===== config.mk =====
export PLATFORM = sky130hd
export DESIGN_NAME = xcom_top
export DESIGN_NICKNAME = d
export VERILOG_FILES = /design/src/hdl/xcom_pkg.sv /design/src/hdl/xcom_link_pkg.sv /design/src/hdl/xcom_cmd.sv /design/src/hdl/xcom_loc_exec.sv /design/src/hdl/xcom_lane_tx.sv /design/src/hdl/xcom_net_ack.sv /design/src/hdl/xcom_top.sv
export SDC_FILE = /design/constraint.sdc
export NUM_CORES = 1
export LEC_CHECK = 0
export ABC_CLOCK_PERIOD_IN_PS = 9900
export CAP_MARGIN = 5
export CORE_MARGIN = 2
export CORE_UTILIZATION = 35
export DETAILED_ROUTE_END_ITERATION = 8
export DONT_BUFFER_PORTS = 1
export MAX_ROUTING_LAYER = met4
export PLACE_DENSITY = 0.58
export SLEW_MARGIN = 20
export SYNTH_ARGS = -nofsm -noshare
export SYNTH_HDL_FRONTEND = slang
export SYNTH_SLANG_ARGS = --single-unit

===== constraint.sdc =====
create_clock -name i_clk -period 9.9 [get_ports i_clk]
set_input_delay 0.99 -clock i_clk [delete_from_list [all_inputs] [get_ports i_clk]]
set_output_delay 0.99 -clock i_clk [all_outputs]
set_load 0.03 [all_outputs]

===== src/hdl/xcom_pkg.sv =====
// command level constants of the xcom front end, referenced by scope from the rtl and testbench
package xcom_pkg;

  ////////////////////////////////////////
  // sizes
  ////////////////////////////////////////

  // number of serial lanes
  // kept below the broadcast address
  localparam int N_CH = 2;
  // opcode width from either source
  localparam int OP_W = 5;
  // host control word, enable in bit 0
  localparam int PS_CTRL_W = OP_W + 1;
  // lane address width
  localparam int ADDR_W = 4;
  // payload word width
  localparam int DATA_W = 32;
  // width of the debug command counters
  localparam int CNT_W = 4;
  // op field sent on the wire
  // upper nibble holds the opcode, lower nibble the address
  localparam int OPF_W = 8;

  ////////////////////////////////////////
  // opcodes
  ////////////////////////////////////////

  // set means network command, clear means local command
  localparam int OP_NET_BIT = 4;

  // local commands
  localparam logic [OP_W-1:0] OP_LOC_WREG = 5'b0_0001;
  localparam logic [OP_W-1:0] OP_LOC_FLAG = 5'b0_0010;
  // network command
  localparam logic [OP_W-1:0] OP_NET_SEND = 5'b1_0001;

  // address that selects every lane
  localparam logic [ADDR_W-1:0] ADDR_BCAST = 4'hF;

endpackage


===== src/hdl/xcom_link_pkg.sv =====
// serial frame format of the xcom lanes, referenced by scope from the lane serializer and testbench
package xcom_link_pkg;

  // clocks spent on each serial bit
  localparam int BIT_CLKS = 4;
  // start bit, 8 op bits, 32 data bits, msb first
  localparam int FRAME_BITS = 41;

  // line levels
  localparam logic LINE_IDLE = 1'b1;
  localparam logic START_BIT = 1'b0;

  // counter widths and terminal values
  localparam int TMR_W = $clog2(BIT_CLKS);
  localparam int BCNT_W = $clog2(FRAME_BITS);
  localparam logic [TMR_W-1:0] TMR_LAST = TMR_W'(BIT_CLKS - 1);
  localparam logic [BCNT_W-1:0] BCNT_LAST = BCNT_W'(FRAME_BITS - 1);

endpackage


===== src/hdl/xcom_cmd.sv =====
// command entry of xcom, merges core and host commands into one held request for the executors
`timescale 1ns/1ps

module xcom_cmd (
  input  logic                                 i_clk,
  input  logic                                 i_rst_n,
  // sequencer core command
  input  logic                                 i_core_en,
  input  logic [xcom_pkg::OP_W-1:0]            i_core_op,
  input  logic [1:0][xcom_pkg::DATA_W-1:0]     i_core_data,
  // host command
  input  logic [xcom_pkg::PS_CTRL_W-1:0]       i_ps_ctrl,
  input  logic [1:0][xcom_pkg::DATA_W-1:0]     i_ps_data,
  // executor handshake
  input  logic                                 i_ack_loc,
  input  logic                                 i_ack_net,
  output logic                                 o_req_loc,
  output logic                                 o_req_net,
  output logic [xcom_pkg::OP_W-1:0]            o_op,
  output logic [xcom_pkg::ADDR_W-1:0]          o_addr,
  output logic [xcom_pkg::DATA_W-1:0]          o_data,
  output logic [xcom_pkg::CNT_W-1:0]           o_data_cntr
);

  logic                          s_en;
  logic [xcom_pkg::OP_W-1:0]     s_op;
  logic [xcom_pkg::ADDR_W-1:0]   s_addr;
  logic [xcom_pkg::DATA_W-1:0]   s_data;
  logic                          s_rise;
  logic                          s_busy;
  logic                          s_accept;
  logic                          en_q;
  logic                          valid_q;
  logic [xcom_pkg::OP_W-1:0]     stg_op;
  logic [xcom_pkg::ADDR_W-1:0]   stg_addr;
  logic [xcom_pkg::DATA_W-1:0]   stg_data;

  ////////////////////////////////////////
  // source merge
  ////////////////////////////////////////

  // idle source drives zeros so a plain or selects the active one
  assign s_en   = i_ps_ctrl[0] | i_core_en;
  assign s_op   = i_ps_ctrl[xcom_pkg::PS_CTRL_W-1:1] | i_core_op;
  assign s_addr = i_ps_data[0][xcom_pkg::ADDR_W-1:0] | i_core_data[0][xcom_pkg::ADDR_W-1:0];
  assign s_data = i_ps_data[1] | i_core_data[1];

  // rising edge of the merged enable
  assign s_rise = s_en & ~en_q;

  always_ff @(posedge i_clk) begin
    if (!i_rst_n) begin
      en_q    <= 1'b0;
      valid_q <= 1'b0;
    end else begin
      en_q    <= s_en;
      valid_q <= s_rise;
    end
  end

  // capture the command with its edge
  always_ff @(posedge i_clk) begin
    if (s_rise) begin
      stg_op   <= s_op;
      stg_addr <= s_addr;
      stg_data <= s_data;
    end
  end

  ////////////////////////////////////////
  // request and acknowledge
  ////////////////////////////////////////

  // edges seen while a request is pending are lost
  assign s_busy   = o_req_loc | o_req_net;
  assign s_accept = valid_q & ~s_busy;

  always_ff @(posedge i_clk) begin
    if (!i_rst_n) begin
      o_req_loc   <= 1'b0;
      o_req_net   <= 1'b0;
      o_data_cntr <= '0;
    end else if (s_accept) begin
      // opcode bit 4 steers the request
      o_req_net   <= stg_op[xcom_pkg::OP_NET_BIT];
      o_req_loc   <= ~stg_op[xcom_pkg::OP_NET_BIT];
      o_data_cntr <= o_data_cntr + 1'b1;
    end else begin
      if (i_ack_loc) begin
        o_req_loc <= 1'b0;
      end
      if (i_ack_net) begin
        o_req_net <= 1'b0;
      end
    end
  end

  always_ff @(posedge i_clk) begin
    if (s_accept) begin
      o_op   <= stg_op;
      o_addr <= stg_addr;
      o_data <= stg_data;
    end
  end

  // executors only answer the request that is pending
  a_ack_pending : assert property (@(posedge i_clk) disable iff (!i_rst_n)
    (!i_ack_loc || o_req_loc) && (!i_ack_net || o_req_net));

endmodule


===== src/hdl/xcom_loc_exec.sv =====
// local command executor, writes the on-board register file or flag and acknowledges xcom_cmd
`timescale 1ns/1ps

module xcom_loc_exec (
  input  logic                          i_clk,
  input  logic                          i_rst_n,
  input  logic                          i_req,
  input  logic [xcom_pkg::OP_W-1:0]     i_op,
  input  logic [xcom_pkg::ADDR_W-1:0]   i_addr,
  input  logic [xcom_pkg::DATA_W-1:0]   i_data,
  // sequencer read port
  input  logic [xcom_pkg::ADDR_W-1:0]   i_rd_addr,
  output logic                          o_ack,
  output logic                          o_flag,
  output logic [xcom_pkg::DATA_W-1:0]   o_rd_data
);

  logic [xcom_pkg::DATA_W-1:0] regs [2**xcom_pkg::ADDR_W];
  logic                        s_exec;

  // act once per request
  // the held request is masked while ack is out
  assign s_exec = i_req & ~o_ack;

  ////////////////////////////////////////
  // execute
  ////////////////////////////////////////

  always_ff @(posedge i_clk) begin
    if (!i_rst_n) begin
      o_ack  <= 1'b0;
      o_flag <= 1'b0;
      for (int i = 0; i < 2**xcom_pkg::ADDR_W; i++) begin
        regs[i] <= '0;
      end
    end else begin
      o_ack <= s_exec;
      if (s_exec) begin
        case (i_op)
          xcom_pkg::OP_LOC_WREG: regs[i_addr] <= i_data;
          xcom_pkg::OP_LOC_FLAG: o_flag <= i_data[0];
          // unknown opcodes only get the ack
          default: ;
        endcase
      end
    end
  end

  // asynchronous read for the sequencer
  assign o_rd_data = regs[i_rd_addr];

  // a request still up after its ack would run a second time
  a_req_drop : assert property (@(posedge i_clk) disable iff (!i_rst_n)
    o_ack |=> !i_req);

endmodule


===== src/hdl/xcom_lane_tx.sv =====
// one serial lane, shifts a start bit, op field and data word out msb first after each start pulse
`timescale 1ns/1ps

module xcom_lane_tx (
  input  logic                          i_clk,
  input  logic                          i_rst_n,
  input  logic                          i_start,
  input  logic [xcom_pkg::OPF_W-1:0]    i_op,
  input  logic [xcom_pkg::DATA_W-1:0]   i_data,
  output logic                          o_ser,
  output logic                          o_busy,
  output logic                          o_done
);

  logic [xcom_link_pkg::FRAME_BITS-1:0] shreg;
  logic [xcom_link_pkg::TMR_W-1:0]      tmr;
  logic [xcom_link_pkg::BCNT_W-1:0]     bcnt;
  logic                                 s_bit_end;

  // last clock of the current bit time
  assign s_bit_end = (tmr == xcom_link_pkg::TMR_LAST);

  ////////////////////////////////////////
  // bit timing
  ////////////////////////////////////////

  always_ff @(posedge i_clk) begin
    if (!i_rst_n) begin
      o_busy <= 1'b0;
      o_done <= 1'b0;
      tmr    <= '0;
      bcnt   <= '0;
    end else begin
      o_done <= 1'b0;
      if (i_start) begin
        o_busy <= 1'b1;
        tmr    <= '0;
        bcnt   <= '0;
      end else if (o_busy) begin
        if (s_bit_end) begin
          tmr <= '0;
          // frame ends after the last data bit
          if (bcnt == xcom_link_pkg::BCNT_LAST) begin
            o_busy <= 1'b0;
            o_done <= 1'b1;
          end else begin
            bcnt <= bcnt + 1'b1;
          end
        end else begin
          tmr <= tmr + 1'b1;
        end
      end
    end
  end

  ////////////////////////////////////////
  // shifter
  ////////////////////////////////////////

  always_ff @(posedge i_clk) begin
    if (i_start) begin
      shreg <= {xcom_link_pkg::START_BIT, i_op, i_data};
    end else if (o_busy && s_bit_end) begin
      shreg <= {shreg[xcom_link_pkg::FRAME_BITS-2:0], xcom_link_pkg::LINE_IDLE};
    end
  end

  // line idles high between frames
  assign o_ser = o_busy ? shreg[xcom_link_pkg::FRAME_BITS-1] : xcom_link_pkg::LINE_IDLE;

  // the collector must wait for done before restarting a lane
  a_no_restart : assert property (@(posedge i_clk) disable iff (!i_rst_n)
    i_start |-> !o_busy);

endmodule


===== src/hdl/xcom_net_ack.sv =====
// network command collector, starts the addressed lanes and acknowledges once all report done
`timescale 1ns/1ps

module xcom_net_ack (
  input  logic                          i_clk,
  input  logic                          i_rst_n,
  input  logic                          i_req,
  input  logic [xcom_pkg::OP_W-1:0]     i_op,
  input  logic [xcom_pkg::ADDR_W-1:0]   i_addr,
  input  logic [xcom_pkg::DATA_W-1:0]   i_data,
  input  logic [xcom_pkg::N_CH-1:0]     i_lane_done,
  output logic [xcom_pkg::N_CH-1:0]     o_lane_start,
  output logic [xcom_pkg::OPF_W-1:0]    o_lane_op,
  output logic [xcom_pkg::DATA_W-1:0]   o_lane_data,
  output logic                          o_ack,
  output logic [xcom_pkg::CNT_W-1:0]    o_frame_cntr
);

  logic [xcom_pkg::N_CH-1:0] s_mask;
  logic [xcom_pkg::N_CH-1:0] s_pend_nxt;
  logic [xcom_pkg::N_CH-1:0] pend;
  logic                      active;
  logic                      s_new;
  logic                      s_launch;

  // lane mask from the address
  // anything that is neither a lane nor broadcast selects nothing
  always_comb begin
    s_mask = '0;
    if (i_addr == xcom_pkg::ADDR_BCAST) begin
      s_mask = '1;
    end else begin
      for (int k = 0; k < xcom_pkg::N_CH; k++) begin
        if (int'(i_addr) == k) begin
          s_mask[k] = 1'b1;
        end
      end
    end
  end

  // fresh request, ignored while its ack is out
  assign s_new      = i_req & ~o_ack & ~active;
  assign s_launch   = s_new & (|s_mask);
  assign s_pend_nxt = pend & ~i_lane_done;

  ////////////////////////////////////////
  // lane launch and done tracking
  ////////////////////////////////////////

  always_ff @(posedge i_clk) begin
    if (!i_rst_n) begin
      active       <= 1'b0;
      pend         <= '0;
      o_lane_start <= '0;
      o_ack        <= 1'b0;
      o_frame_cntr <= '0;
    end else begin
      o_lane_start <= '0;
      o_ack        <= 1'b0;
      if (s_launch) begin
        active       <= 1'b1;
        pend         <= s_mask;
        o_lane_start <= s_mask;
      end else if (s_new) begin
        // no lane addressed so answer right away
        o_ack        <= 1'b1;
        o_frame_cntr <= o_frame_cntr + 1'b1;
      end else if (active) begin
        pend <= s_pend_nxt;
        if (s_pend_nxt == '0) begin
          active       <= 1'b0;
          o_ack        <= 1'b1;
          o_frame_cntr <= o_frame_cntr + 1'b1;
        end
      end
    end
  end

  // frame content shared by all lanes
  always_ff @(posedge i_clk) begin
    if (s_launch) begin
      o_lane_op   <= {i_op[xcom_pkg::OP_NET_BIT-1:0], i_addr};
      o_lane_data <= i_data;
    end
  end

  // a lane only finishes a frame this collector started
  a_done_pending : assert property (@(posedge i_clk) disable iff (!i_rst_n)
    (|i_lane_done) |-> active && ((i_lane_done & ~pend) == '0));

endmodule


===== src/hdl/xcom_top.sv =====
// xcom command front end top, wires the command entry, local executor, lanes and collector
`timescale 1ns/1ps

module xcom_top (
  input  logic                                 i_clk,
  input  logic                                 i_rst_n,
  // sequencer core command
  input  logic                                 i_core_en,
  input  logic [xcom_pkg::OP_W-1:0]            i_core_op,
  input  logic [1:0][xcom_pkg::DATA_W-1:0]     i_core_data,
  // host command
  input  logic [xcom_pkg::PS_CTRL_W-1:0]       i_ps_ctrl,
  input  logic [1:0][xcom_pkg::DATA_W-1:0]     i_ps_data,
  // register file read
  input  logic [xcom_pkg::ADDR_W-1:0]          i_rd_addr,
  output logic [xcom_pkg::N_CH-1:0]            o_ser,
  output logic                                 o_flag,
  output logic [xcom_pkg::DATA_W-1:0]          o_rd_data,
  output logic                                 o_req_loc,
  output logic                                 o_req_net,
  output logic [xcom_pkg::CNT_W-1:0]           o_data_cntr,
  output logic [xcom_pkg::CNT_W-1:0]           o_frame_cntr
);

  logic                          ack_loc;
  logic                          ack_net;
  logic [xcom_pkg::OP_W-1:0]     cmd_op;
  logic [xcom_pkg::ADDR_W-1:0]   cmd_addr;
  logic [xcom_pkg::DATA_W-1:0]   cmd_data;
  logic [xcom_pkg::N_CH-1:0]     lane_start;
  logic [xcom_pkg::N_CH-1:0]     lane_done;
  logic [xcom_pkg::OPF_W-1:0]    lane_op;
  logic [xcom_pkg::DATA_W-1:0]   lane_data;

  xcom_cmd u_cmd (
    .i_clk       (i_clk),
    .i_rst_n     (i_rst_n),
    .i_core_en   (i_core_en),
    .i_core_op   (i_core_op),
    .i_core_data (i_core_data),
    .i_ps_ctrl   (i_ps_ctrl),
    .i_ps_data   (i_ps_data),
    .i_ack_loc   (ack_loc),
    .i_ack_net   (ack_net),
    .o_req_loc   (o_req_loc),
    .o_req_net   (o_req_net),
    .o_op        (cmd_op),
    .o_addr      (cmd_addr),
    .o_data      (cmd_data),
    .o_data_cntr (o_data_cntr)
  );

  xcom_loc_exec u_loc_exec (
    .i_clk     (i_clk),
    .i_rst_n   (i_rst_n),
    .i_req     (o_req_loc),
    .i_op      (cmd_op),
    .i_addr    (cmd_addr),
    .i_data    (cmd_data),
    .i_rd_addr (i_rd_addr),
    .o_ack     (ack_loc),
    .o_flag    (o_flag),
    .o_rd_data (o_rd_data)
  );

  xcom_net_ack u_net_ack (
    .i_clk        (i_clk),
    .i_rst_n      (i_rst_n),
    .i_req        (o_req_net),
    .i_op         (cmd_op),
    .i_addr       (cmd_addr),
    .i_data       (cmd_data),
    .i_lane_done  (lane_done),
    .o_lane_start (lane_start),
    .o_lane_op    (lane_op),
    .o_lane_data  (lane_data),
    .o_ack        (ack_net),
    .o_frame_cntr (o_frame_cntr)
  );

  ////////////////////////////////////////
  // serial lanes
  ////////////////////////////////////////

  // busy stays inside each lane
  for (genvar g = 0; g < xcom_pkg::N_CH; g++) begin : g_lane
    xcom_lane_tx u_lane_tx (
      .i_clk   (i_clk),
      .i_rst_n (i_rst_n),
      .i_start (lane_start[g]),
      .i_op    (lane_op),
      .i_data  (lane_data),
      .o_ser   (o_ser[g]),
      .o_busy  (),
      .o_done  (lane_done[g])
    );
  end

endmodule


### Word level (Yosys, flattened, before mapping)

Memory sizes are Yosys's and may differ from the RTL's.
Cells that the tools add are included.

| operators by class | value |
|---|---|
| add/subtract/negate cells | 6 |
| eq/ne operators | 9 |
| multiplexer cells | 46 |
| bitwise logic cells | 27 |
| reduce and logical (&&, ||, !) cells | 24 |

Operator list:

| cell | count |
|---|---|
| 40-bit two-way mux | 4 |
| 32-bit two-way mux | 1 |
| 32-bit OR | 1 |
| 32-bit OR reduction | 1 |
| 1-bit two-way mux | 31 |
| 4-bit two-way mux | 4 |
| 1-bit inverter | 14 |
| 2-bit nonzero test | 7 |
| 6-bit by 1-bit adder with 6-bit output, second input constant | 2 |
| 6-bit == test, second input constant | 2 |
| 2-bit two-way mux | 6 |
| 3-bit AND reduction | 3 |
| 4-bit by 1-bit adder with 4-bit output, second input constant | 2 |
| 2-bit OR reduction | 4 |
| 4-bit OR reduction | 2 |
| 1-bit bitwise AND | 6 |
| 2-bit AND reduction | 3 |
| 5-bit by 1-bit == test with 1-bit output, second input constant | 1 |
| 5-bit by 2-bit == test with 1-bit output, second input constant | 1 |
| 5-bit OR | 1 |
| 2-bit by 1-bit adder with 2-bit output, second input constant | 2 |
| 2-bit == test, second input constant | 2 |
| 4-bit by 2-bit == test with 1-bit output, second input constant | 1 |
| 4-bit == test, second input constant | 1 |
| other kinds (8) | 10 |

| storage, ports and cells | value |
|---|---|
| register bits | 244 |
| memory bits (writable) | 512 |
| input bits | 146 |
| output and inout bits | 45 |
| logic and storage cells | 145 |
| memories | 1 |

Memory list:

| memory | words | width | rd ports | clocked after Yosys merged registers in | wr ports | line | text |
|---|---|---|---|---|---|---|---|
| u_loc_exec.regs | 16 | 32 | 1 | 0 | 16 | xcom_loc_exec.sv:18 | `logic [xcom_pkg::DATA_W-1:0] regs [2**xcom_pkg::ADDR_W];` |

### Longest topological paths before layout

Gate-level depths: netlist of run 1.

| depth | value |
|---|---|
| depth in word-level cells | 7 |
| mapped depth | 6 |
| mapped depth without buffers | 6 |

### Cells and area by module

A second synthesis of run 1 with hierarchy kept.

| second synthesis, totals | value |
|---|---|
| cells, all modules | 2084 |
| area, all modules | 31690.4 um^2 |

Modules (own cells, without submodules):

| module | instances | cells an instance | area each (um^2) | seq. area each (um^2) |
|---|---|---|---|---|
| xcom_loc_exec | 1 | 1544 | 22532.9 | 15414.8 |
| xcom_lane_tx | 2 | 147 | 2215.9 | 1421.4 |
| xcom_cmd | 1 | 155 | 3049.2 | 2622.5 |
| xcom_net_ack | 1 | 91 | 1676.6 | 1401.3 |

### Worst setup path before layout of run 1

OpenSTA, ideal clock, no wires.

| timing path | value |
|---|---|
| path type | input to register |
| from | in i_rst_n |
| to | mem u_loc_exec.regs[10][0] in the netlist's numbering, enable pin |
| library setup time | 0.466 ns |
| arrival time | 3.933 ns |
| path slack | 5.501 ns |
| cell stages on the path | 4 |
| buffers on the path | 1 |
| cells stage by stage | and3b_1 > nand4_1 > clkbuf_1 > o21ai_0 |

RTL lines:

| item | line | text |
|---|---|---|
| start, declared | xcom_top.sv:6 | `input logic i_rst_n,` |
| end, declared | xcom_loc_exec.sv:18 |  |

==> results of run 1 <==
stage by stage:
step	instances	worst slack [ns]	power, mW
finish	3273	6.16	6.90
global route	3273	6.06	7.11
CTS	3273	6.16	6.96
detailed placement	3128	5.89	4.03
global placement	3128	5.96	4.02
floorplan	2053	5.50	3.93
metal layers:
layer	share of wire [%]	up-vias
met5	0	-
met4	2.5	0
met3	7.5	129
met2	49	766
met1	41	8947
li1	-	7564
Yosys cell counts (all sizes together) (2+ instances only):
master	number
nor3	9
a22oi	64
and3	38
mux4	128
nor2b	6
and4	2
ha	8
xor2	6
mux2i	11
or2	42
nor3b	2
inv	8
nand3	10
edfxtp	714
dfxtp	42
nand4	6
a31o	2
mux2	78
xnor2	5
nor2	331
o21ai	17
a21oi	12
or4	2
and2	195
clkbuf	105
a211oi	2
nor4bb	2
nand2	150
nand2b	16
buf	31
registers in the layout, summed over array words and instances, names as in the netlist, 2 cells and up:
name                     count
g_lane.u_lane_tx.bcnt       12
g_lane.u_lane_tx.o_busy      2
g_lane.u_lane_tx.o_done      2
g_lane.u_lane_tx.shreg      82
g_lane.u_lane_tx.tmr         4
u_cmd.o_addr                 4
u_cmd.o_data                32
u_cmd.o_data_cntr            4
u_cmd.o_op                   5
u_cmd.stg_addr               4
u_cmd.stg_data              32
u_cmd.stg_op                 5
u_loc_exec.regs            512
u_net_ack.o_frame_cntr       4
u_net_ack.o_lane_data       32
u_net_ack.o_lane_op          8
u_net_ack.o_lane_start       2
u_net_ack.pend               2
worst min path at each step:
stage	to	cells after the start
after global placement	u_cmd.o_data[10]$_DFFE_PP_	0
after floorplan	u_cmd.valid_q$_SDFF_PN0_	1
after global routing	u_cmd.o_data[20]$_DFFE_PP_	0
final	u_cmd.o_data[2]$_DFFE_PP_	0
after CTS	u_cmd.o_data[2]$_DFFE_PP_	0
after detailed placement	u_cmd.o_data[25]$_DFFE_PP_	0
kinds of logic after synthesis:
logic type / synth area share (%)
adder cells (fa/ha/maj): 0.317
XOR/XNOR: 0.305
AND/OR/NAND/NOR: 12.4
AO/OA/AOI/OAI: 2.22
flip-flops: 70.6
buffers and inverters: 1.94
multiplexers: 12.3
power groups by stage:
| stage | clock network, mW | registers [mW] | logic [mW] |
|---|---|---|---|
| after floorplan | 0 | 3.69 | 0.237 |
| after global placement | 0 | 3.71 | 0.312 |
| after detailed placement | 0 | 3.72 | 0.316 |
| after CTS | 3.00 | 3.65 | 0.317 |
| after global routing | 3.13 | 3.66 | 0.331 |
| final | 2.94 | 3.65 | 0.311 |
final cells by class:
class / count / area [um^2]
well taps: 1176 / 1470
flip-flops and latches: 756 / 22300
multi-input cells: 1153 / 8960
clock inverters: 45 / 432
inverters: 8 / 30.0
repair buffers: 35 / 263
clock buffers: 100 / 2140
fillers: 8246 / 54200
==> metrics.yaml, run 1 <==
dieArea_um2: 92600
hpwlAfterDp_um: 42900
timing.setup.tns_ns: 0
synth_cells: 2053
antenna_found_initial: 0
numPortBuffers: 0
fmax_mhz: 267
clockBufferDepth: 3
syn_avg_cell_area_um2: 15.4
status: "complete, but fails checks"
vias: 17400
clock_latency_ns: 0.63
final_hold_viol_count: 0
slew_headroom_pct: 22.5
slew_viol_final: 0
r2r_cells: 5
period_needed_ns: 3.74
area_delta_synth_final_pct: 12.7
cts_setup_buffers: 0
clk_pin_slew_ns: 0.06
grt-busiest-layer: "met2"
grt_pass1_vias: 18300
met2_usage_pct: 28.9
start_util_pct: 35.2
synthTopCellsByArea: "edfxtp_1 68%, mux4_2 9.1%, nor2_1 3.9%"
yosys_warnings: 0
min_path_type: "reg -> reg"
synthesis.area_um2: 31600
ys_seq_elements: 756
grt_max_degree: 129
worst_ep_required_time_ns: 10.36
met1_usage_pct: 22.8
cts_hold_buf: 0
hold_start: "u_cmd.stg_data[2]$_DFFE_PP_"
fin_skew_ns: 0.0342
cts_max_level: 3
crit_type: "reg -> reg"
ys_types: 45
regToRegEndpoint: "u_loc_exec.regs[10][1]$_SDFFCE_PN0P_"
fin_crit_sh_pct: 37.8
drc_errors: 1
fin_util_pct: 39.7
violations: "DRC"
combinationalPowerShare_pct: 4.5
clkPwrFrac_pct: 42.6
peakVddDrop_v: 0.000125
synth_seq_area_share_pct: 70.6
final_common_cell: "edfxtp_1"
grt_pass1_wl_um: 118000
drive_gt1_share_pct: 20.5
drt_iter0_markers: 1961
syn-num-nets: 2207
yosys.area.top_type_share_pct: 67.9
async_flop_share_pct: 0
worstMarginPinSlew_ns: 1.16
antenna_cells: 0
postLayoutCellArea_um2: 35600
cts.sinks: 756
seq_power_share_pct: 52.9
cp_max_fo: 60
synth_edf_count: 714
cts_made_buffers: 80
ant_nets: 0
first_pass_iters: 7
p_per_area_nw_per_um2: 194
p_sw_share_pct: 21.5
viasPerCell: 5.32
path_cells: "nor2b_1 -> nand4_1 -> buf_4 -> nor2_4 -> and2_1"
p_switching_mw: 1.48
ctsResizeCount: 0
die_h_um: 304
num-nets-final: 2188
hold_ws_ns: 0.414
synthFlopType: "edfxtp_1"
r2r_slack_ns: 6.16
ioPinCount: 191
yosysTopAreaCell: "edfxtp_1"
dpl_cell_area_um2: 33000
cp.depth: 5
power.internal_mw: 5.42
power_leakage_nw: 11.9
fp.coreArea_um2: 89700
max_stage_delay_ns: 1.00
critical-path-top-delay-family: "simple AND/OR/NAND/NOR gates"
startpoint: "u_cmd.o_req_loc$_SDFFE_PN0P_"
die_x_um: 304
final_cell_mix: "714 x edfxtp_1, 322 x nor2_1, 195 x and2_1, 149 x nand2_1, 128 x mux4_2"
drv_cap: 0
row_count: 110
critPathCaptureType: "flop"
post_drt_wl_per_cell_um: 24.7
cts_root_buffer: "clkbuf_16"
grt_overflow: 0
critPathSlowestCell: "nor2_4"
setup_viol: 0
grtUsageMet3_pct: 3.31
crit_end: "u_loc_exec.regs[10][1]$_SDFFCE_PN0P_"
path_buf_inv: 1
grt_usage_pct: 17.8
r2r-start: "u_cmd.o_req_loc$_SDFFE_PN0P_"
cts_tree: "yes"
grt_setup_unrepaired: "false"
finalWirelength_um: 80800
startpoint_type: "flop"
worstPathArrival_ns: 4.20
gp_congestion: 0.770
Power figures use the tool's default switching activity.
==> inputs of run 2 (changes only) <==
--- a/config.mk
+++ b/config.mk
@@ -5,14 +5,14 @@
 export SDC_FILE = /design/constraint.sdc
 export NUM_CORES = 1
 export LEC_CHECK = 0
-export ABC_CLOCK_PERIOD_IN_PS = 9900
+export ABC_CLOCK_PERIOD_IN_PS = 3200
 export CAP_MARGIN = 5
 export CORE_MARGIN = 2
 export CORE_UTILIZATION = 35
 export DETAILED_ROUTE_END_ITERATION = 8
 export DONT_BUFFER_PORTS = 1
 export MAX_ROUTING_LAYER = met4
-export PLACE_DENSITY = 0.58
+export PLACE_DENSITY = 0.6
 export SLEW_MARGIN = 20
 export SYNTH_ARGS = -nofsm -noshare
 export SYNTH_HDL_FRONTEND = slang
==> constraint.sdc (replaced) <==
create_clock -name i_clk -period 3.2 [get_ports i_clk]
set_input_delay 0.32 -clock i_clk [delete_from_list [all_inputs] [get_ports i_clk]]
set_output_delay 0.32 -clock i_clk [all_outputs]
set_load 0.03 [all_outputs]
==> run 2 against run 1 <==
The run now ends clean. Total power grew to 3.1 times the previous value. Die area stayed put. Highest routed layer unchanged. Wire length is 2.1% higher. Largest power group unchanged. Design area is 3.1% higher. Sequential cell count stayed put. First-iteration DRC count is 9.5% lower. Clock power grew to 3.0 times the previous value. Combinational power grew to 3.5 times the previous value.
==> metrics.yaml, run 2 (synthesized netlist as in run 1, its figures left out) <==
status: "completed"
ctsResizeCount: 0  # unchanged
grt_overflow: 0  # unchanged
largest_register_ffs: 512  # unchanged
die_h_um: 304  # unchanged
fin_crit_sh_pct: 82.5  # +45 points
drc_errors: 0  # -1
reg_top3: "u_loc_exec.regs x512, g_lane.u_lane_tx.shreg x82"
antenna_found_initial: 1  # +1
fp.coreArea_um2: 89700  # unchanged
setup_viol: 0  # unchanged
clk_pin_slew_ns: 0.06  # about the same
fin_util_pct: 40.9  # +1.2 points
timing.setup.tns_ns: 0  # unchanged
drv_cap: 0  # unchanged
min_path_type: "in -> reg"
final_common_cell: "edfxtp_1"
grt_pass1_wl_um: 122000  # +3.6%
row_count: 110  # unchanged
cts_tree: "yes"
post_drt_wl_per_cell_um: 24.4  # -1.3%
critPathCaptureType: "flop"
final-seq-area_um2: 22300  # unchanged
dieArea_um2: 92600  # unchanged
cts_max_level: 3  # unchanged
first_pass_iters: 6  # -1
cts_made_buffers: 79  # -1.3%
peakVddDrop_v: 0.000366  # +190%
drive_gt1_share_pct: 20.6  # +0.13 points
ant_nets: 0  # unchanged
grt_max_degree: 129  # unchanged
final_hold_viol_count: 0  # unchanged
crit_type: "reg -> reg"
multi_input_area_um2: 8910  # -0.56%
cts_setup_buffers: 0  # unchanged
cts_hold_buf: 85  # +85
cts.sinks: 756  # unchanged
regMostFlops: "u_loc_exec.regs"
final_cells: 3386  # +3.5%
cts_root_buffer: "clkbuf_16"
startpoint_type: "flop"
worst_ep_required_time_ns: 3.69  # -6.67 ns
hpwlAfterDp_um: 46100  # +7.3%
power_leakage_nw: 12.4  # +3.9%
cp_max_fo: 70  # +17%
gp_congestion: 0.767  # -0.40%
vias: 18000  # +3.5%
area_delta_synth_final_pct: 16.2
viasPerCell: 5.32  # about the same
num-nets-final: 2302  # +5.2%
numPortBuffers: 0  # unchanged
clock_latency_ns: 0.63  # about the same
grt_pass1_vias: 18700  # +2.6%
die_x_um: 304  # unchanged
ioPinCount: 191  # unchanged
worstMarginPinSlew_ns: 0.791  # -0.372 ns
start_util_pct: 35.2  # unchanged
fin_skew_ns: 0.0265  # -0.00770 ns
fmax_mhz: 379  # +42%
final_cell_mix: "714 x edfxtp_1, 322 x nor2_1, 195 x and2_1, 149 x nand2_1, 128 x mux4_2"
slew_headroom_pct: 47.3  # +25 points
dp_cells: 3158  # +0.96%
fillers: 8101  # -1.8%
finalWirelength_um: 82500  # +2.1%
slew_viol_final: 0  # unchanged
antenna_cells: 0  # unchanged
clockBufferDepth: 3  # unchanged
period_needed_ns: 2.64  # -1.10 ns
worstPathArrival_ns: 3.13  # -1.07 ns
drt_iter0_markers: 1774  # -9.5%
p_per_area_nw_per_um2: 581  # +200%
grt_setup_unrepaired: "false"
grt_usage_pct: 18.3  # +0.53 points
==> run 2: cell types whose count changed in the layout (fill, tap and decap cells not counted), moves of 2 or more <==
cell / previous run / this run
dlygate4sd3_1: 0 / 85
nor2_4: 9 / 2
bufinv_16: 7 / 5
clkbuf_1: 16 / 18
nand2b_2: 0 / 2
nand2b_4: 2 / 0
clkinvlp_4: 1 / 3
buf_4: 35 / 53
buf_12: 0 / 12
clkinv_2: 13 / 10
nor2_2: 0 / 7
clkinv_8: 3 / 0
==> run 2: per-layer routing <==
metal  vias up  share of wire, %  track usage, %
li1       7795                 -               -
met1      9280                39            22.9
met2       797                50            30.7
met3       151               7.8            3.02
met4         0               2.7            5.40
met5         -                 0               -
==> run 2: path summary, 6_finish.rpt <==
check / startpoint / endpoint / slack (ns) / cells past startpoint
setup reg to reg: u_cmd.o_req_loc$_SDFFE_PN0P_ / u_loc_exec.regs[6][1]$_SDFFCE_PN0P_ / 0.56 / 6
hold reg to reg: u_cmd.stg_op[2]$_DFFE_PP_ / u_cmd.o_op[2]$_DFFE_PP_ / 0.40 / 0
setup / recovery: u_cmd.o_req_loc$_SDFFE_PN0P_ / u_loc_exec.regs[6][1]$_SDFFCE_PN0P_ / 0.56 / 6
hold / removal: i_rst_n / g_lane[0].u_lane_tx.bcnt[3]$_SDFFE_PP0P_ / 0.10 / 2
==> run 2: report_power, final <==
| group | switching, mW | total [mW] | leakage, nW | internal (mW) |
|---|---|---|---|---|
| registers | 0.181 | 11.3 | 7.42 | 11.1 |
| clock network | 3.75 | 8.94 | 1.22 | 5.19 |
| logic | 0.660 | 1.09 | 3.75 | 0.430 |
| total | 4.59 | 21.3 | 12.4 | 16.7 |
==> run 2: worst max-delay path, cell delays in order, from the launching register on <==
cell     delay [ns]
dfxtp_1        0.63
nor2b_1        0.33
nand4_1        0.19
buf_12         0.27
nor2_2         0.40
buf_4          0.37
and2_1         0.19
==> run 2: cell type report <==
type	instances	share of cell area [%]
clock buffer	103	5.92
clock inverter	40	0.904
inverter	8	0.0818
multi-input combinational	1153	24.3
sequential	756	60.7
tap	1176	4.01
timing repair buffer	150	4.06
==> run 2: metrics by stage <==
step                worst slack, ns  hold slack [ns]  instance area [um^2]  total power [mW]
floorplan                    -0.792            0.398                 31600              12.2
global placement              0.663            0.409                 33300              12.5
detailed placement            0.609            0.405                 33300              12.5
global route                  0.376            0.102                 36700              21.9
CTS                           0.577           0.0594                 36700              21.5
finish                        0.559            0.100                 36700              21.3
==> inputs of run 3 (changes only) <==
--- a/config.mk
+++ b/config.mk
@@ -5,14 +5,14 @@
 export SDC_FILE = /design/constraint.sdc
 export NUM_CORES = 1
 export LEC_CHECK = 0
-export ABC_CLOCK_PERIOD_IN_PS = 3200
+export ABC_CLOCK_PERIOD_IN_PS = 2500
 export CAP_MARGIN = 5
 export CORE_MARGIN = 2
 export CORE_UTILIZATION = 35
 export DETAILED_ROUTE_END_ITERATION = 8
 export DONT_BUFFER_PORTS = 1
 export MAX_ROUTING_LAYER = met4
-export PLACE_DENSITY = 0.6
+export PLACE_DENSITY = 0.58
 export SLEW_MARGIN = 20
 export SYNTH_ARGS = -nofsm -noshare
 export SYNTH_HDL_FRONTEND = slang
==> constraint.sdc (replaced) <==
create_clock -name i_clk -period 2.5 [get_ports i_clk]
set_input_delay 0.25 -clock i_clk [delete_from_list [all_inputs] [get_ports i_clk]]
set_output_delay 0.25 -clock i_clk [all_outputs]
set_load 0.03 [all_outputs]
==> run 3 against run 2 <==
Setup slack worse by 0.50 ns. Via count up 0.70%. Die area unchanged. Total power up 31%. Clock skew down 0.0021 ns. Design area up 1.8%. Worst hold slack worse by 0.050 ns. Sequential power up 27%. Critical path depth down 2. Clock power up 33%. Core utilization up 0.74 points. Largest cell class unchanged.
==> metrics.yaml, run 3 (synthesized netlist as in run 1, its figures left out) <==
fmax_mhz: 410
hpwlAfterDp_um: 48700  # +5.7%
r2r-start: "u_cmd.o_op[3]$_DFFE_PP_"
regToRegEndpoint: "u_loc_exec.regs[11][15]$_SDFFCE_PN0P_"
cts_setup_buffers: 0  # unchanged
ioPinCount: 191  # unchanged
peakVddDrop_v: 0.000445  # +22%
dpl_worst_slack_ns: 0.238  # -0.371 ns
worst_slack_ns: 0.0618  # -0.497 ns
die_x_um: 304  # unchanged
fillers: 8096  # -0.062%
r2r_slack_ns: 0.22  # -0.34 ns
viasPerCell: 5.27  # -0.91%
final_common_cell: "edfxtp_1"
fin_crit_sh_pct: 97.5
grt_usage_pct: 18.8  # +0.47 points
final_hold_viol_count: 0  # unchanged
dieArea_um2: 92600  # unchanged
worst_ep_required_time_ns: 2.25  # -1.44 ns
drt_iter0_markers: 1892  # +6.7%
power.internal_mw: 21.8  # +30%
antenna_found_initial: 2  # +1
combinationalPowerShare_pct: 5.5  # +0.4 points
status: "completed"
area_delta_synth_final_pct: 18.3
crit_type: "reg -> out"
grt_pass1_vias: 18500  # -0.98%
p_sw_share_pct: 22.0  # +0.49 points
num-nets-final: 2352  # +2.2%
vias: 18100  # +0.70%
slew_viol_final: 0  # unchanged
final_cell_mix: "714 x edfxtp_1, 322 x nor2_1, 195 x and2_1, 149 x nand2_1, 128 x mux4_2"
worstMarginPinSlew_ns: 0.649  # -0.142 ns
grt_setup_unrepaired: "false"
cp_max_fo: 1  # -99%
holdPathStages: 2  # unchanged
power_mw: 27.9  # +31%
period_needed_ns: 2.44
drive_gt1_share_pct: 23.1  # +2.5 points
min_path_type: "in -> reg"
startpoint_type: "flop"
p_switching_mw: 6.15  # +34%
hold_ws_ns: 0.0496  # -0.0505 ns
ant_nets: 0  # unchanged
regMostFlops: "u_loc_exec.regs"
cts_tree: "yes"
fp.coreArea_um2: 89700  # unchanged
start_util_pct: 35.2  # unchanged
seq_power_share_pct: 51.7  # -1.2 points
die_h_um: 304  # unchanged
r2r_cells: 4  # -2
clk_pin_slew_ns: 0.06  # about the same
grt_overflow: 0  # unchanged
cts_made_buffers: 81  # +2.5%
finalWirelength_um: 84900  # +2.9%
cts.sinks: 756  # unchanged
hold_start: "i_rst_n"
post_drt_wl_per_cell_um: 24.7  # +1.2%
grt_pass1_wl_um: 124000  # +1.6%
gp_congestion: 0.781  # +1.8%
row_count: 110  # unchanged
power_leakage_nw: 12.7  # +2.8%
clockBufferDepth: 3  # unchanged
hold-path-endpoint: "u_cmd.en_q$_SDFF_PN0_"
clkPwrFrac_pct: 42.8  # +0.9 points
p_per_area_nw_per_um2: 747  # +29%
fin_skew_ns: 0.0244  # -0.00213 ns
worstPathArrival_ns: 2.19  # -0.94 ns
first_pass_iters: 5  # -1
clock_latency_ns: 0.64  # about the same
drc_errors: 0  # unchanged
drv_cap: 0  # unchanged
slew_headroom_pct: 56.7  # +9.5 points
grt_max_degree: 129  # unchanged
largest_register_ffs: 512  # unchanged
cts_max_level: 3  # unchanged
setup_viol: 0  # unchanged
cts_root_buffer: "clkbuf_16"
numPortBuffers: 0  # unchanged
critPathCaptureType: "primary output"
reg_top3: "u_loc_exec.regs x512, g_lane.u_lane_tx.shreg x82"
==> run 3: routing by layer <==
layer	up-vias	GRT usage (%)	wire, um
met5	-	-	0
met4	0	6.24	2720
met3	164	3.59	5860
met2	672	31.5	43100
met1	9385	22.9	33200
li1	7928	-	-
==> run 3: repair_timing <==
action                                  in CTS  in global routing
endpoints found under the setup margin       2                  1
resized for setup                            3                  1
endpoints found under the hold margin       52                  0
hold buffers                                85                  0
==> run 3: metrics by stage <==
step	std cells	setup TNS, ns	util [%]	cell area (um^2)
final	3441	0	41.6	37400
after global routing	3440	0	41.6	37400
after CTS	3440	0	41.6	37300
after detailed placement	3206	0	37.7	33800
after global placement	3206	0	37.7	33800
after floorplan	2053	-6.90	-	31700
==> run 3: worst max-delay path, cell delays in order, from the launching register on <==
cell and delay, ns:
edfxtp_1 0.36, mux4_2 0.54, a22oi_1 0.31, nand2_1 0.16, buf_4 0.20
==> run 3: power by group through the flow <==
stage | clock (mW) | combinational [mW] | sequential [mW]
finish | 11.9 | 1.53 | 14.4
global route | 12.7 | 1.63 | 14.5
CTS | 12.2 | 1.56 | 14.4
detailed placement | 0 | 1.45 | 14.7
global placement | 0 | 1.43 | 14.7
floorplan | 0 | 0.964 | 14.6
==> run 3: layout make-up <==
cell class	count	area (um^2)	share of cell area, %
Antenna cell	1	2.50	0.00670
Multi-Input combinational cell	1153	8930	23.9
Timing Repair Buffer	198	2000	5.35
Sequential cell	756	22300	59.7
Clock inverter	56	504	1.35
Clock buffer	93	2140	5.72
Tap cell	1176	1470	3.94
Inverter	8	30.0	0.0804
==> run 3: worst max-delay path by stage <==
| stage | start | to | cells after the start |
|---|---|---|---|
| 2_1_floorplan | u_cmd.o_req_loc$_SDFFE_PN0P_ | u_loc_exec.regs[4][0]$_SDFFCE_PN0P_ | 4 |
| 3_3_place_gp | u_cmd.o_op[3]$_DFFE_PP_ | u_loc_exec.regs[11][21]$_SDFFCE_PN0P_ | 4 |
| 3_5_place_dp | u_cmd.o_op[3]$_DFFE_PP_ | u_loc_exec.regs[11][15]$_SDFFCE_PN0P_ | 4 |
| 4_1_cts | u_loc_exec.regs[14][27]$_SDFFCE_PN0P_ | o_rd_data[27] | 4 |
| 5_1_grt | u_loc_exec.regs[15][29]$_SDFFCE_PN0P_ | o_rd_data[29] | 4 |
| 6_report | u_loc_exec.regs[15][29]$_SDFFCE_PN0P_ | o_rd_data[29] | 4 |
